### src/mem_pkg.sv
// enums shared by the memory stage and its testbench, used through scoped names
`default_nettype none

package mem_pkg;

  typedef enum logic [0:0] {
    op_load  = 1'b0,
    op_store = 1'b1
  } mem_op_e;

  // access width, bytes = 1 << size
  typedef enum logic [1:0] {
    sz_byte  = 2'd0,
    sz_half  = 2'd1,
    sz_word  = 2'd2,
    sz_dword = 2'd3
  } mem_size_e;

  typedef enum logic [2:0] {
    st_idle    = 3'd0,
    st_wr_req  = 3'd1,  // address, data and strobe offered
    st_wr_resp = 3'd2,
    st_rd_req  = 3'd3,
    st_rd_data = 3'd4   // waiting for the read word
  } bus_state_e;

endpackage

`default_nettype wire

### src/lsu_load_format.sv
// result side of the memory stage: extracts and extends load data, pulses done
`timescale 1ns/10ps
`default_nettype none

module lsu_load_format (
  input  wire                 clk,
  input  wire                 rst_n_i,
  input  wire                 fin_i,
  input  wire [63:0]          rd_word_i,
  input  wire [2:0]           offset_i,
  input  wire mem_pkg::mem_size_e size_i,
  input  wire                 sext_i,
  input  wire                 is_store_i,
  output logic                done_o,
  output logic [63:0]         rdata_o
);

  logic [63:0] shifted;
  logic [63:0] formatted;

  assign shifted = rd_word_i >> {offset_i, 3'b000};  // selected bytes down to lane 0

  always_comb begin
    case (size_i)
      mem_pkg::sz_byte: formatted = {{56{sext_i & shifted[7]}}, shifted[7:0]};
      mem_pkg::sz_half: formatted = {{48{sext_i & shifted[15]}}, shifted[15:0]};
      mem_pkg::sz_word: formatted = {{32{sext_i & shifted[31]}}, shifted[31:0]};
      default:          formatted = shifted;
    endcase
  end

  always_ff @(posedge clk) begin
    if (!rst_n_i) begin
      done_o  <= 1'b0;
      rdata_o <= '0;
    end else begin
      done_o <= fin_i;
      if (fin_i && !is_store_i) begin
        rdata_o <= formatted;  // stores keep the last load value
      end
    end
  end

endmodule

`default_nettype wire

### config.mk
export PLATFORM = sky130hd
export DESIGN_NAME = lsu_load_format
export DESIGN_NICKNAME = d
export VERILOG_FILES = /design/src/mem_pkg.sv /design/src/lsu_load_format.sv
export SDC_FILE = /design/constraint.sdc
export NUM_CORES = 1
export LEC_CHECK = 0
export BUFFER_PORTS_ARGS = -buffer_cell sky130_fd_sc_hd__buf_2
export CAP_MARGIN = 5
export CORE_MARGIN = 2
export CORE_UTILIZATION = 47
export DETAILED_ROUTE_END_ITERATION = 6
export PLACE_DENSITY = 0.78
export SETUP_SLACK_MARGIN = 0.5
export SYNTH_ARGS = -nofsm -noshare
export SYNTH_HDL_FRONTEND = slang
export SYNTH_SLANG_ARGS = --single-unit
export TNS_END_PERCENT = 50
### constraint.sdc
create_clock -name clk -period 1.7 [get_ports clk]
set_input_delay 0.17 -clock clk [delete_from_list [all_inputs] [get_ports clk]]
set_output_delay 0.17 -clock clk [all_outputs]
set_load 0.01 [all_outputs]
==> impl_results.md <==
- Status: finished clean
- I/O Pins: approximately 140
- GRT Util Overall: about 31%
- Leakage: 2.75 nW
- Layout cell share with drive strength beyond 1: between 40% and 50%
- Number of cells on the worst reg-to-reg path: 2
- CP max FO: 8
- Critical path depth in cells: 10
- Worst Hold Launch: fin_i
- Number of synthesized flops with an enable pin: 0
- Deepest clock path buffer count: 2
- Cell mode on critical path: buf_12
- Worst VDD drop: 0.000440 V
- CORE AREA: 9150 sq um
- Initial antenna violation count: 0
- Placed cells: around 760
- Worst Hold Depth: 2
- Delay-heaviest family, CP: buffers and inverters
- WP data required: a little under 2 ns
- RR Startpoint: rdata_o[20]
- Largest net degree at the start of global routing: 80
- Worst-Skew Late Latency: between 0.3 and 0.4 ns
- 1st-pass router iterations: 6
- Final setup viols: 0
- CP Class: input port to flip-flop
- First-pass GRT wire length: 23600 um
- Worst Path Arrival: approximately 1.7 ns
- Sum of negative setup slack: 0 ns
- Setup ws final: 0.193 ns
- Mapped Area: 4380 sq um
- Final wirelength: ~16000 um
- PwrDens: roughly 700 nW/um^2
- Hold slack: around 0.069 ns
- Slew of the pin with the lowest slew margin: 0.530 ns
- Pwr Total: about 4.3 mW
- Placed cell area: around 5500 sq um
- Die Area: 10100 sq um
- Fin. Hold Viols: 0
- Synth Warn #: 0
- Setup crit start kind: input port
- CP peak stage delay: 0.31 ns
- Clock transition at the registers of the reported paths: ~0.070 ns
- Root buffer cell: clkbuf_8
- FMAX: 0.663 GHz
- Pre-CTS setup slack: -0.276 ns
- Worst slew margin: between 60% and 70%
- Slew Limit Fails: 0
- Port Buffer Count: between 100 and 150
- Starting Density: 47.8%
- Layout area overhead: 41.9%
- Worst path buffer plus inverter count: 5
- Nets@finish: about 760
- Worst R2R End: rdata_o[20]
- Via count: 4952
- CP Launch Point: offset_i[0]
- Worst path cell trace: buf_12 -> or2_4 -> buf_6 -> o22ai_4 -> nor4_4 -> a2111oi_4 -> buf_4 -> buf_12 -> buf_12 -> a21oi_2
- Vias in the first global route: about 4500
- Setup crit end kind: flip-flop
- GPL Wtd Cong: approximately 0.99
- Final Cell Area: around 6200 sq um
- Max Cap Viol: 0
- Die height: just over 100 um
- Inserted Clock Buffers: 9
- CTS tree: built
- Syn nets: 576
- Async set or reset register ratio after synthesis: 0%
- Final Util: roughly two thirds
- Post-route non-filler standard cell count: 798
- Unrepaired setup endpoints after global routing: yes
- Final worst path period need: roughly 1.5 ns
- H-tree levels: 3
- Seq/Total Area, Yosys: 29.7%
- Crit share post-route: 88.7%
- Die X: 101 um
- Setup slack, reg-to-reg: a little over 0.9 ns
- Routed vias/inst: roughly 6.2
- CTS sink count: 65
- DPL Wire Length: between 10000 and 15000 um
- Unique masters post-synth: 44
- Routed WL per cell: around 20 um
- Hold path endpoint: done_o
- Primary FF master, synth: dfxtp_1
- Remaining antenna violation count after routing: 0
- Syn Inst Count: between 500 and 600
- Row count: 35
- Register bit total from synthesis: 65
- Initial DRC count: around 470
- Critical-path top delay cell: a2111oi_4
- Max Clock Skew: 0 ns
- DR DRC count: 0
- GR Overflow Total: 0
- Worst hold path class: input port to flip-flop
- Avg Cell Area, Syn: ~8.7 sq um
metal layers:
metal | wire [um] | up-vias | share of wire (%) | GRT usage (%)
li1 | - | 2210 | - | -
met1 | 6310 | 2337 | 39 | 39.8
met2 | 7480 | 339 | 46 | 47.9
met3 | 1650 | 66 | 10 | 7.35
met4 | 756 | 0 | 4.7 | 15.2
met5 | 0 | - | 0 | 0
Yosys cell counts (3+ instances only):
master    count  share of area, %
mux2_4        3               1.0
buf_4         5              0.86
inv_1         3              0.26
o211a_1       6               1.4
a21oi_2      30               6.0
nand2_1      52               4.5
nor2_1       37               3.2
clkbuf_1     26               2.2
nor2b_1       8               1.1
o211ai_1     20               3.4
buf_2        11               1.3
a221o_1       6               1.4
nor3_1       11               1.3
a21oi_1      27               3.1
nand2b_1     10               1.4
mux4_2       14               7.2
buf_6         6               1.5
dfxtp_1      65                30
a31oi_1       9               1.3
o22ai_1       3              0.43
o21ai_0      71               8.1
mux2_2       20               5.1
mux2i_1      38               8.7
where the power goes:
group / internal [mW] / switching, mW
logic: 0.673 / 0.715
clock network: 0.663 / 0.608
registers: 1.63 / 0.0536
total: 2.96 / 1.38
worst max-delay path by stage:
stage          slack [ns]           to
3_5_place_dp        -0.28  rdata_o[16]
3_3_place_gp        -0.22  rdata_o[19]
6_report             0.19  rdata_o[43]
2_1_floorplan        0.06  rdata_o[32]
5_1_grt              0.14  rdata_o[43]
4_1_cts              0.22  rdata_o[53]
cells in the final DEF (no fill, tap or decap), types with 4 or more instances in the layout:
| cell type | netlist | routed |
|---|---|---|
| a21oi_1 | 27 | 23 |
| a21oi_2 | 30 | 34 |
| a221o_1 | 6 | 6 |
| a31oi_1 | 9 | 8 |
| buf_12 | 0 | 11 |
| buf_2 | 11 | 134 |
| buf_4 | 5 | 54 |
| buf_6 | 6 | 8 |
| buf_8 | 0 | 5 |
| clkbuf_8 | 0 | 9 |
| dfxtp_1 | 65 | 65 |
| mux2_2 | 20 | 19 |
| mux2_4 | 3 | 4 |
| mux2i_1 | 38 | 31 |
| mux2i_2 | 0 | 7 |
| mux4_2 | 14 | 15 |
| nand2_1 | 52 | 52 |
| nand2b_1 | 10 | 10 |
| nor2_1 | 37 | 32 |
| nor2_2 | 0 | 4 |
| nor2b_1 | 8 | 4 |
| nor3_1 | 11 | 9 |
| o211a_1 | 6 | 6 |
| o211ai_1 | 20 | 20 |
| o21ai_0 | 71 | 71 |
| o22ai_4 | 1 | 4 |
cells by family after synthesis:
group,after synthesis,synth area share [%]
AND/OR/NAND/NOR,127,13.2
buffers and inverters,52,6.23
AO/OA/AOI/OAI,181,27.9
multiplexers,77,22.9
flip-flops,65,29.7
state kept, by name, summed over array words and instances, names as in the netlist:
register	cells
rdata_o	64
done_o	1
worst register-to-register path: cells and delay by family (launching register included):
family	cells	cell delay, ns
AOI/OAI and AO/OA	2	0.34
DFF	1	0.32
layout make-up:
| cell class | instances | area, sq um |
|---|---|---|
| Clock inverter | 4 | 45.0 |
| Tap cell | 111 | 139 |
| Multi-Input combinational cell | 385 | 2960 |
| Timing Repair Buffer | 218 | 1630 |
| Antenna cell | 1 | 2.50 |
| Inverter | 3 | 11.3 |
| Fill cell | 669 | 2940 |
| Clock buffer | 11 | 131 |
| Sequential cell | 65 | 1300 |
timing repair:
item,CTS,global route
hold buffers,0,0
setup endpoints to repair,62,63
cloned,4,2
pin swaps,13,19
resized for setup,33,31
setup buffers,13,5
No activity file was read; power rests on OpenSTA's default activity.
