===== src/mem_pkg.sv =====
// enums shared by the memory stage and its testbench, used through scoped names
`default_nettype none

package mem_pkg;

  typedef enum logic [0:0] {
    op_load  = 1'b0,
    op_store = 1'b1
  } mem_op_e;

  // access width, bytes = 1 << size
  typedef enum logic [1:0] {
    sz_byte  = 2'd0,
    sz_half  = 2'd1,
    sz_word  = 2'd2,
    sz_dword = 2'd3
  } mem_size_e;

  typedef enum logic [2:0] {
    st_idle    = 3'd0,
    st_wr_req  = 3'd1,  // address, data and strobe offered
    st_wr_resp = 3'd2,
    st_rd_req  = 3'd3,
    st_rd_data = 3'd4   // waiting for the read word
  } bus_state_e;

endpackage

`default_nettype wire


===== src/lsu_req_stage.sv =====
// request side of the memory stage: accepts a request, aligns store lanes, owns busy
`timescale 1ns/10ps
`default_nettype none

module lsu_req_stage (
  input  wire                 clk,
  input  wire                 rst_n_i,
  input  wire                 req_valid_i,
  input  wire mem_pkg::mem_op_e   req_op_i,
  input  wire [63:0]          req_addr_i,
  input  wire [63:0]          req_wdata_i,
  input  wire mem_pkg::mem_size_e req_size_i,
  input  wire                 req_sext_i,
  input  wire                 done_i,
  output logic                start_o,
  output logic                is_store_o,
  output logic [63:0]         addr_o,
  output logic [63:0]         wdata_o,
  output logic [7:0]          strb_o,
  output logic [2:0]          offset_o,
  output mem_pkg::mem_size_e  size_o,
  output logic                sext_o,
  output logic                busy_o
);

  logic       accept;
  logic [7:0] size_mask;
  logic [5:0] lane_shift;

  assign accept     = req_valid_i && !busy_o;  // pulses while busy are dropped
  assign lane_shift = {req_addr_i[2:0], 3'b000};

  always_comb begin
    case (req_size_i)
      mem_pkg::sz_byte: size_mask = 8'h01;
      mem_pkg::sz_half: size_mask = 8'h03;
      mem_pkg::sz_word: size_mask = 8'h0f;
      default:          size_mask = 8'hff;
    endcase
  end

  always_ff @(posedge clk) begin
    if (!rst_n_i) begin
      start_o <= 1'b0;
      busy_o  <= 1'b0;
    end else begin
      start_o <= accept;
      if (accept) begin
        busy_o <= 1'b1;
      end else if (done_i) begin
        busy_o <= 1'b0;
      end
    end
  end

  // fields stay put until the next accept, load formatting relies on that
  always_ff @(posedge clk) begin
    if (accept) begin
      is_store_o <= (req_op_i == mem_pkg::op_store);
      addr_o     <= req_addr_i;
      wdata_o    <= req_wdata_i << lane_shift;
      strb_o     <= size_mask << req_addr_i[2:0];
      offset_o   <= req_addr_i[2:0];
      size_o     <= req_size_i;
      sext_o     <= req_sext_i;
    end
  end

endmodule

`default_nettype wire


===== config.mk =====
export PLATFORM = sky130hd
export DESIGN_NAME = lsu_req_stage
export DESIGN_NICKNAME = d
export VERILOG_FILES = /design/src/mem_pkg.sv /design/src/lsu_req_stage.sv
export SDC_FILE = /design/constraint.sdc
export NUM_CORES = 1
export LEC_CHECK = 0
export BUFFER_PORTS_ARGS = -buffer_cell sky130_fd_sc_hd__buf_2
export CAP_MARGIN = 40
export CORE_UTILIZATION = 45
export DETAILED_ROUTE_END_ITERATION = 10
export PLACE_DENSITY = 0.77
export RECOVER_POWER = 100
export SYNTH_ARGS = -nofsm -noshare
export SYNTH_HDL_FRONTEND = slang
export SYNTH_SLANG_ARGS = --single-unit

===== constraint.sdc =====
create_clock -name clk -period 9.49 [get_ports clk]
set_input_delay 0.4745 -clock clk [delete_from_list [all_inputs] [get_ports clk]]
set_output_delay 0.4745 -clock clk [all_outputs]
set_load 0.1 [all_outputs]

==> results by group <==
Status
  – Status: complete, but fails checks
  – Failing checks: max-capacitance violations, max-slew violations

STA
  – Setup TNS: 0 ns
  – Skew final: 0.006345 ns
  – Slew Viols, Final: approximately 280
  – Final Setup Violations: 0
  – Fin crit period: between 5 and 6 ns
  – FMAX: approximately 190 MHz
  – RSZ-0062 raised after global routing: no
  – Final Hold Fails: 0
  – Slew @ Worst Pin: 3.838 ns
  – Final period util: between 50% and 60%
  – Relative slew slack: -155.9%

Critical path
  – Critical Path RT: around 9.5 ns
  – FF-to-FF path depth: 3
  – Crit Path Class: input port to flip-flop
  – Startpoint types: input port
  – Worst path arrival time: roughly 5.3 ns
  – Crit path max fanout: 63
  – Critical path endpoint category: flip-flop

Cells and area
  – Fill count: between 1000 and 1500
  – Layout cells sized above 1: 26.71%
  – Area grow syn2layout: 28.64%
  – Cell Count, Final, Fillers Out: a little under 900
  – Core Util, Final: between 60 and 70%
  – Final #Nets: between 800 and 900
  – Ant diodes: 0

Pwr
  – Leak Pwr: 3.049 nW
  – Pwr/cell area: around 230 nW/um2
  – Comb power frac: 25.1%
  – Clk pwr share: roughly a third
  – Tot Pwr: about 1.9 mW
  – Worst vdd ir: 0.09991 mV
  – Flop pwr share: approximately 41%
  – Sw Pwr: approximately 690 uW
  – Switching fraction of total power: approximately 37%
  – Int Power: around 1.2 mW

Synthesis
  – Sequential share of the synthesized area: 68.13%
  – Dominant synthesized flop cell: edfxtp_1
  – Syn Std Cell Area: 6230 um2
  – Syn avg cell area: around 16 um2
  – Gate Count Post-Synth: roughly 400
  – Syn_nets: ~540
  – Post-synthesis async set-or-reset flop share: 0%
  – Synth Register Bits: around 140
  – Number of enable flip-flop cells after synthesis: 140
  – Yosys Warn Count: 0
  – Count of cell types in the netlist: between 40 and 50

Die
  – IO Count: 281
  – Initial Utilization: between 40 and 50%
  – Site Rows: 42
  – Chip Width: between 100 and 150 um
  – Die H: between 100 and 150 um
  – CORE AREA: roughly 13000 um2
  – Die footprint: roughly 14000 um2

Routing
  – Total Wirelength: ~17000 um
  – Drt via density: between 5 and 6
  – DRC viols: 0
  – Detailed-route via count: around 4600
  – Post-route ant nets: 0
  – Initial drt markers: approximately 270
  – Wire per inst: between 15 and 20 um
  – Drt first pass iters: 5

Clock tree
  – Sink Count: 142
  – Clk_lat worst skew: 0.41 ns
  – CTS tree: built
  – Hold-fix buffers, CTS: 0
  – Post-CTS Resized: 0
  – Num CTS Buffers: 17
  – Clock transition at path regs: around 0.060 ns
  – # H-tree levels: 4
  – CTS Buffer Depth: 2
  – CTS root buf: clkbuf_16
  – # Post-CTS Setup Buffers: 0

Run
  – Max Cap Viol: 4

Global routing
  – Total global routing overflow: 0
  – Largest net degree at the start of global routing: 75
  – Initial antenna violation count: 0
  – First-pass GRT wire length: 25030 um
  – Vias in the first global route: 4625
  – Global Route Usage Sum: between 20% and 30%

Placed design
  – Dpl cells: 833
  – IO Port Bufs: 280
  – HPWL Detailed: 11950 um
  – RD Place Congestion: about 0.88

Min path
  – Hold Path Cell Cnt: 1
  – HP Class: input port to flip-flop
-- through the flow --
step	hold WS [ns]	worst slack (ns)	instance area, um2
2_1_floorplan	0.5734	1.881	6230
3_3_place_gp	0.5681	6.764	7646
3_5_place_dp	0.6119	6.706	7709
4_1_cts	0.2160	7.161	8284
5_1_grt	0.2221	3.838	8014
6_report	0.2382	4.217	8014
-- synthesized netlist by cell type, types with 5 or more instances --
library cell	instances	area, um2
a211oi_1	17	127.6
a221oi_1	10	87.58
a2bb2oi_1	7	61.31
and2_1	16	100.1
buf_2	10	50.05
buf_4	8	60.06
buf_6	5	56.30
edfxtp_1	140	4204
mux2_2	16	180.2
mux2_4	5	75.07
mux2i_1	44	440.4
nand2_1	10	37.54
nand3_1	7	35.03
nor2_1	32	120.1
o21a_1	9	67.56
o21ai_0	8	40.04
o221ai_1	5	43.79
o22ai_1	5	31.28
-- state kept, by name (all words and copies together), names as in the netlist --
name	flops
strb_o	8
sext_o	1
addr_o	64
busy_o	1
is_store_o	1
size_o	2
start_o	1
wdata_o	64
-- cell type report --
class                           count  area (um2)  area share (%)
Clock buffer                       17       425.4           5.308
Clock inverter                     15       150.1           1.874
Multi-Input combinational cell    225        1705           21.28
Sequential cell                   142        4244           52.96
Inverter                            2       7.507         0.09368
Timing Repair Buffer              288        1261           15.74
Tap cell                          176       220.2           2.748
-- final timing paths --
path | start | slack, ns | endpoint
hold reg to reg | busy_o | 0.63 | busy_o
setup reg to reg | busy_o | 5.46 | wdata_o[12]
setup / recovery | req_addr_i[0] | 4.22 | wdata_o[50]
hold / removal | req_addr_i[32] | 0.24 | addr_o[32]
-- logic make-up after synthesis --
kind of cell | after synthesis | share of synthesized area [%]
DFF | 142 | 68.13
and+or+nand+nor | 79 | 6.367
AOI/OAI and AO/OA | 81 | 10.20
muxes | 65 | 11.17
buffers and inverters | 34 | 4.137
-- layer usage --
metal	vias up	wire length, um	GRT usage [%]
met1	2211	6269	26.01
met3	30	1218	5.323
li1	2121	-	-
met5	-	0	0
met2	237	9207	41.91
met4	0	345	11.48
-- cells in the final DEF (no fill, tap or decap), types with 3 or more instances in the layout --
master and count:
o21a_1 9, mux2_2 9, nor2_1 33, nand2b_1 3, clkbuf_16 17, nor2b_1 5, inv_8 3, o21ai_0 9
clkbuf_1 156, inv_6 5, and2_0 5, mux2_1 7, mux2_4 5, nand3_1 7, o221ai_1 6, a21oi_1 4
mux2i_1 44, and2_1 11, a2bb2oi_1 7, o22ai_1 5, o22a_1 3, a211oi_1 17, a221oi_1 11, nand2_1 10
edfxtp_1 140, buf_2 131, clkinvlp_4 4
-- power groups by stage --
stage                     Combinational (mW)  Sequential (mW)  Clock, mW
final                                  0.471            0.761      0.648
after global routing                   0.487            0.765      0.683
after CTS                              0.485            0.756      0.660
after detailed placement               0.485            0.769          0
after global placement                 0.475            0.768          0
after floorplan                       0.0970             1.07          0
-- critical path, cell delays in order --
cell,delay [ns]
buf_2,0.08
clkbuf_1,2.63
inv_1,1.13
clkbuf_1,0.56
a211oi_1,0.30
a221oi_1,0.08
Note: power is estimated with default switching activity, not from simulation.
