`src/mem_pkg.sv`:
```
// enums shared by the memory stage and its testbench, used through scoped names
`default_nettype none

package mem_pkg;

  typedef enum logic [0:0] {
    op_load  = 1'b0,
    op_store = 1'b1
  } mem_op_e;

  // access width, bytes = 1 << size
  typedef enum logic [1:0] {
    sz_byte  = 2'd0,
    sz_half  = 2'd1,
    sz_word  = 2'd2,
    sz_dword = 2'd3
  } mem_size_e;

  typedef enum logic [2:0] {
    st_idle    = 3'd0,
    st_wr_req  = 3'd1,  // address, data and strobe offered
    st_wr_resp = 3'd2,
    st_rd_req  = 3'd3,
    st_rd_data = 3'd4   // waiting for the read word
  } bus_state_e;

endpackage

`default_nettype wire

```
`src/lsu_bus_ctrl.sv`:
```
// bus side of the memory stage: runs the valid/ready write and read handshakes per access
`timescale 1ns/10ps
`default_nettype none

module lsu_bus_ctrl (
  input  wire         clk,
  input  wire         rst_n_i,
  input  wire         start_i,
  input  wire         is_store_i,
  input  wire  [63:0] addr_i,
  input  wire  [63:0] wdata_i,
  input  wire  [7:0]  strb_i,
  input  wire         wr_ready_i,
  input  wire         wresp_valid_i,
  input  wire         rd_ready_i,
  input  wire         rdata_valid_i,
  input  wire  [63:0] rdata_i,
  output logic        wr_valid_o,
  output logic [63:0] wr_addr_o,
  output logic [63:0] wr_data_o,
  output logic [7:0]  wr_strb_o,
  output logic        wresp_ready_o,
  output logic        rd_valid_o,
  output logic [63:0] rd_addr_o,
  output logic        rdata_ready_o,
  output logic        fin_o,
  output logic [63:0] rd_word_o
);

  mem_pkg::bus_state_e state_q;
  mem_pkg::bus_state_e state_d;
  logic [63:0]         addr_q;
  logic [63:0]         wdata_q;
  logic [7:0]          strb_q;
  logic                wresp_hs;
  logic                rdata_hs;

  // valids and readies come straight from the state, so they hold until the transfer
  assign wr_valid_o    = (state_q == mem_pkg::st_wr_req);
  assign wresp_ready_o = (state_q == mem_pkg::st_wr_resp);
  assign rd_valid_o    = (state_q == mem_pkg::st_rd_req);
  assign rdata_ready_o = (state_q == mem_pkg::st_rd_data);

  assign wr_addr_o = addr_q;
  assign wr_data_o = wdata_q;
  assign wr_strb_o = strb_q;
  assign rd_addr_o = addr_q;

  assign wresp_hs = wresp_valid_i && wresp_ready_o;
  assign rdata_hs = rdata_valid_i && rdata_ready_o;

  always_comb begin
    state_d = state_q;
    case (state_q)
      mem_pkg::st_idle: begin
        if (start_i) begin
          state_d = is_store_i ? mem_pkg::st_wr_req : mem_pkg::st_rd_req;
        end
      end
      mem_pkg::st_wr_req: begin
        if (wr_ready_i) state_d = mem_pkg::st_wr_resp;
      end
      mem_pkg::st_wr_resp: begin
        if (wresp_hs) state_d = mem_pkg::st_idle;
      end
      mem_pkg::st_rd_req: begin
        if (rd_ready_i) state_d = mem_pkg::st_rd_data;
      end
      mem_pkg::st_rd_data: begin
        if (rdata_hs) state_d = mem_pkg::st_idle;
      end
      default: state_d = mem_pkg::st_idle;
    endcase
  end

  always_ff @(posedge clk) begin
    if (!rst_n_i) begin
      state_q <= mem_pkg::st_idle;
      fin_o   <= 1'b0;
    end else begin
      state_q <= state_d;
      fin_o   <= wresp_hs || rdata_hs;  // one cycle after the last handshake
    end
  end

  always_ff @(posedge clk) begin
    if (start_i && state_q == mem_pkg::st_idle) begin
      addr_q  <= addr_i;
      wdata_q <= wdata_i;
      strb_q  <= strb_i;
    end
    if (rdata_hs) rd_word_o <= rdata_i;
  end

endmodule

`default_nettype wire

```
`config.mk`:
```
export PLATFORM = sky130hd
export DESIGN_NAME = lsu_bus_ctrl
export DESIGN_NICKNAME = d
export VERILOG_FILES = /design/src/mem_pkg.sv /design/src/lsu_bus_ctrl.sv
export SDC_FILE = /design/constraint.sdc
export NUM_CORES = 1
export LEC_CHECK = 0
export ABC_AREA = 1
export BUFFER_PORTS_ARGS = -buffer_cell sky130_fd_sc_hd__buf_2
export CORE_AREA = 3 3 184 186
export CTS_CLUSTER_SIZE = 20
export DETAILED_ROUTE_END_ITERATION = 8
export DIE_AREA = 0 0 187 189
export GPL_TIMING_DRIVEN = 0
export PLACE_DENSITY = 0.46
export SETUP_SLACK_MARGIN = 0.3
export SLEW_MARGIN = 25
export SYNTH_ARGS = -nofsm -noshare
export SYNTH_HDL_FRONTEND = slang
export SYNTH_SLANG_ARGS = --single-unit
```
`constraint.sdc`:
```
create_clock -name clk -period 21.4 [get_ports clk]
set_input_delay 4.28 -clock clk [delete_from_list [all_inputs] [get_ports clk]]
set_output_delay 4.28 -clock clk [all_outputs]
set_load 0.01 [all_outputs]
```
==> impl_metrics.env <==
export IMPL_period_share_pct=28.0
export IMPL_root_buffer="clkbuf_16"
export IMPL_status="finished, final reports clean"
export IMPL_post_cts_resized=0
export IMPL_syn_inst=314
export IMPL_grt_overflow_total=0
export IMPL_final_common_cell="buf_2"
export IMPL_crit_chain="buf_2 > inv_1 > nor4_2 > buf_2 > buf_2 > buf_2 > buf_2 > buf_2 > buf_2 > buf_2"
export IMPL_post_dp_hpwl_mm=18.2
export IMPL_grt_use_total_pct=11.8
export IMPL_critPathRequiredTime_ns=21.62
export IMPL_yosysSeqAreaShare_pct=89.8
export IMPL_cp_slowest_cell="nor4_2"
export IMPL_dr_first_iter_drc_count=128
export IMPL_cts_clk_slew_worst_paths_ns=0.06
export IMPL_grt_pass1_vias=4978
export IMPL_end_kind="flip-flop"
export IMPL_layout_drive_gt1_share_pct=70.4
export IMPL_antenna_found_initial=6
export IMPL_die_w_um=187
export IMPL_cts_hold_buf=0
export IMPL_port_buffers=476
export IMPL_max_slew_margin_pct=74.5
export IMPL_cts_sinks=204
export IMPL_synth_net_count=522
export IMPL_drc=0
export IMPL_ys_ff_latch=204
export IMPL_rsz0062_at_grt="false"
export IMPL_first_pass_iters=6
export IMPL_slowest_delay_ns=0.28
export IMPL_max_cap_viol_count=0
export IMPL_fin_crit_ns=6.00
export IMPL_core_area_mm2=0.0325
export IMPL_final_cell_mix="buf_2, edfxtp_1, buf_4"
export IMPL_min_path_cells=2
export IMPL_arrival_ns=6.22
export IMPL_whs_ns=0.591
export IMPL_hold_viol=0
export IMPL_cp_depth=10
export IMPL_io_pins=477
export IMPL_ys_warn_count=0
export IMPL_insertion_delay_ns=0.51
export IMPL_cts_htree_levels=1
export IMPL_routed_via_count=4728
export IMPL_finClkSkew_ns=0.00774
export IMPL_p_per_area_mw_per_mm2=121
export IMPL_timing_fmax_mhz=167
export IMPL_p_leak_nw=4.74
export IMPL_wl_met2_mm=10.9
export IMPL_peakVddDrop_uv=93.2
export IMPL_die_y_um=189
export IMPL_tightest_slew_ns=0.379
export IMPL_routed_wl_mm=22.1
export IMPL_cp_max_fo=7
export IMPL_grt_max_degree=26
export IMPL_avgViaCountPerCell=3.62
export IMPL_cp_top_family="buffers and inverters"
export IMPL_ys_types=15
export IMPL_syn_to_final_growth_pct=57.4
export IMPL_cts_tree="built"
export IMPL_layout_nets=1053
export IMPL_path_class="in -> reg"
export IMPL_r2r_cells=9
export IMPL_startpoint_type="input pin"
export IMPL_setup_violations=0
export IMPL_drt_antenna_violating_nets=0
export IMPL_post_drt_wl_per_cell_um=16.9
export IMPL_wl_met3_mm=2.69
export IMPL_slew_viol_final=0
export IMPL_grt_first_pass_wirelength_mm=31.7
export IMPL_cts_buffers_inserted=24
export IMPL_hold_class="reg -> reg"
export IMPL_initial_utilization_pct=20.9
export IMPL_highest_layer="met5"
export IMPL_cpMostUsedCell="buf_2"
export IMPL_syn_area_mm2=0.00678
export IMPL_setup_tns_final_ns=0
export IMPL_rows=66
export IMPL_design_die_area_mm2=0.0353
export IMPL_critPathBufInv=9
export IMPL_wl_met1_mm=7.85
export IMPL_synth_area_per_cell_um2=21.6
export IMPL_postCtsSetupBuffers=0
export IMPL_gp_congestion=0.760
export IMPL_clk_path_buf_depth=3
synth_stat cells:
cell type / count / area share, %
nor2_1: 9 / 0.50
dfxtp_1: 4 / 1.2
edfxtp_1: 200 / 89
o211ai_1: 1 / 0.11
nor4_1: 2 / 0.18
inv_1: 14 / 0.78
nor3_1: 2 / 0.15
o21ai_0: 1 / 0.074
buf_4: 65 / 7.2
nor2_4: 1 / 0.17
o21a_1: 1 / 0.11
nand2_2: 1 / 0.092
nand4_1: 1 / 0.092
nand3_1: 6 / 0.44
nand2_1: 6 / 0.33
worst register-to-register path, delay by kind of cell (launching register included):
family / cells / cell delay [ns]
buffers and inverters: 8 / 1.68
and+or+nand+nor: 1 / 0.36
DFF: 1 / 0.29
report_power, final:
group,internal [W],leakage (nW),switching [W]
Sequential,0.000549,1.90,0.0000308
Combinational,0.000139,2.48,0.000187
Clock,0.000223,0.361,0.000157
state kept, by name (all words and copies together) (netlist names):
name	cells
rd_addr_o	64
rd_word_o	64
wr_data_o	64
wr_strb_o	8
state_q	3
fin_o	1
per-layer routing:
layer  up-vias  global-route usage [%]
met1      2188                    12.8
met2       309                    20.6
met5         -                       0
met4        10                    2.97
met3        46                    6.09
li1       2175                       -
layout make-up:
cell class                      count  area (um2)
Clock inverter                     15        97.6
Timing Repair Buffer              505        2580
Fill cell                        3303       21800
Sequential cell                   204        6090
Antenna cell                        1        2.50
Clock buffer                       28         637
Multi-Input combinational cell     31         166
Inverter                           14        52.6
Buffer                             65         488
Tap cell                          442         553
path summary, 6_finish.rpt:
check | startpoint | to | slack [ns]
worst min register to register | state_q[1]$_SDFFE_PN0P_ | state_q[1]$_SDFFE_PN0P_ | 0.59
worst min-delay path | state_q[1]$_SDFFE_PN0P_ | state_q[1]$_SDFFE_PN0P_ | 0.59
worst max register to register | state_q[2]$_SDFFE_PN0P_ | wr_data_o[11]$_DFFE_PP_ | 18.76
worst max-delay path | start_i | wr_data_o[11]$_DFFE_PP_ | 15.40
cell families (layout without fill, tap and decap cells):
group                  Yosys count  after routing  synth area share (%)
other                            0              1                     0
AND/OR/NAND/NOR                 28             28                  1.96
flip-flops                     204            204                  89.8
buffers and inverters           79            627                  7.97
AO/OA/AOI/OAI                    3              3                 0.295
per-stage QoR:
| step | utilization, % | power [W] | area [um2] | setup WS, ns | instances |
|---|---|---|---|---|---|
| final | 32.9 | 0.00129 | 10700 | 15.40 | 1305 |
| after global routing | 32.9 | 0.00136 | 10700 | 15.18 | 1304 |
| after CTS | 32.9 | 0.00132 | 10700 | 15.39 | 1304 |
| after detailed placement | 30.6 | 0.000924 | 9930 | 14.82 | 1261 |
| after global placement | 29.9 | 0.000966 | 9710 | -3.96 | 1232 |
| after floorplan | - | 0.000780 | 6780 | 3.32 | 314 |
(Power assumes the default switching activity.)
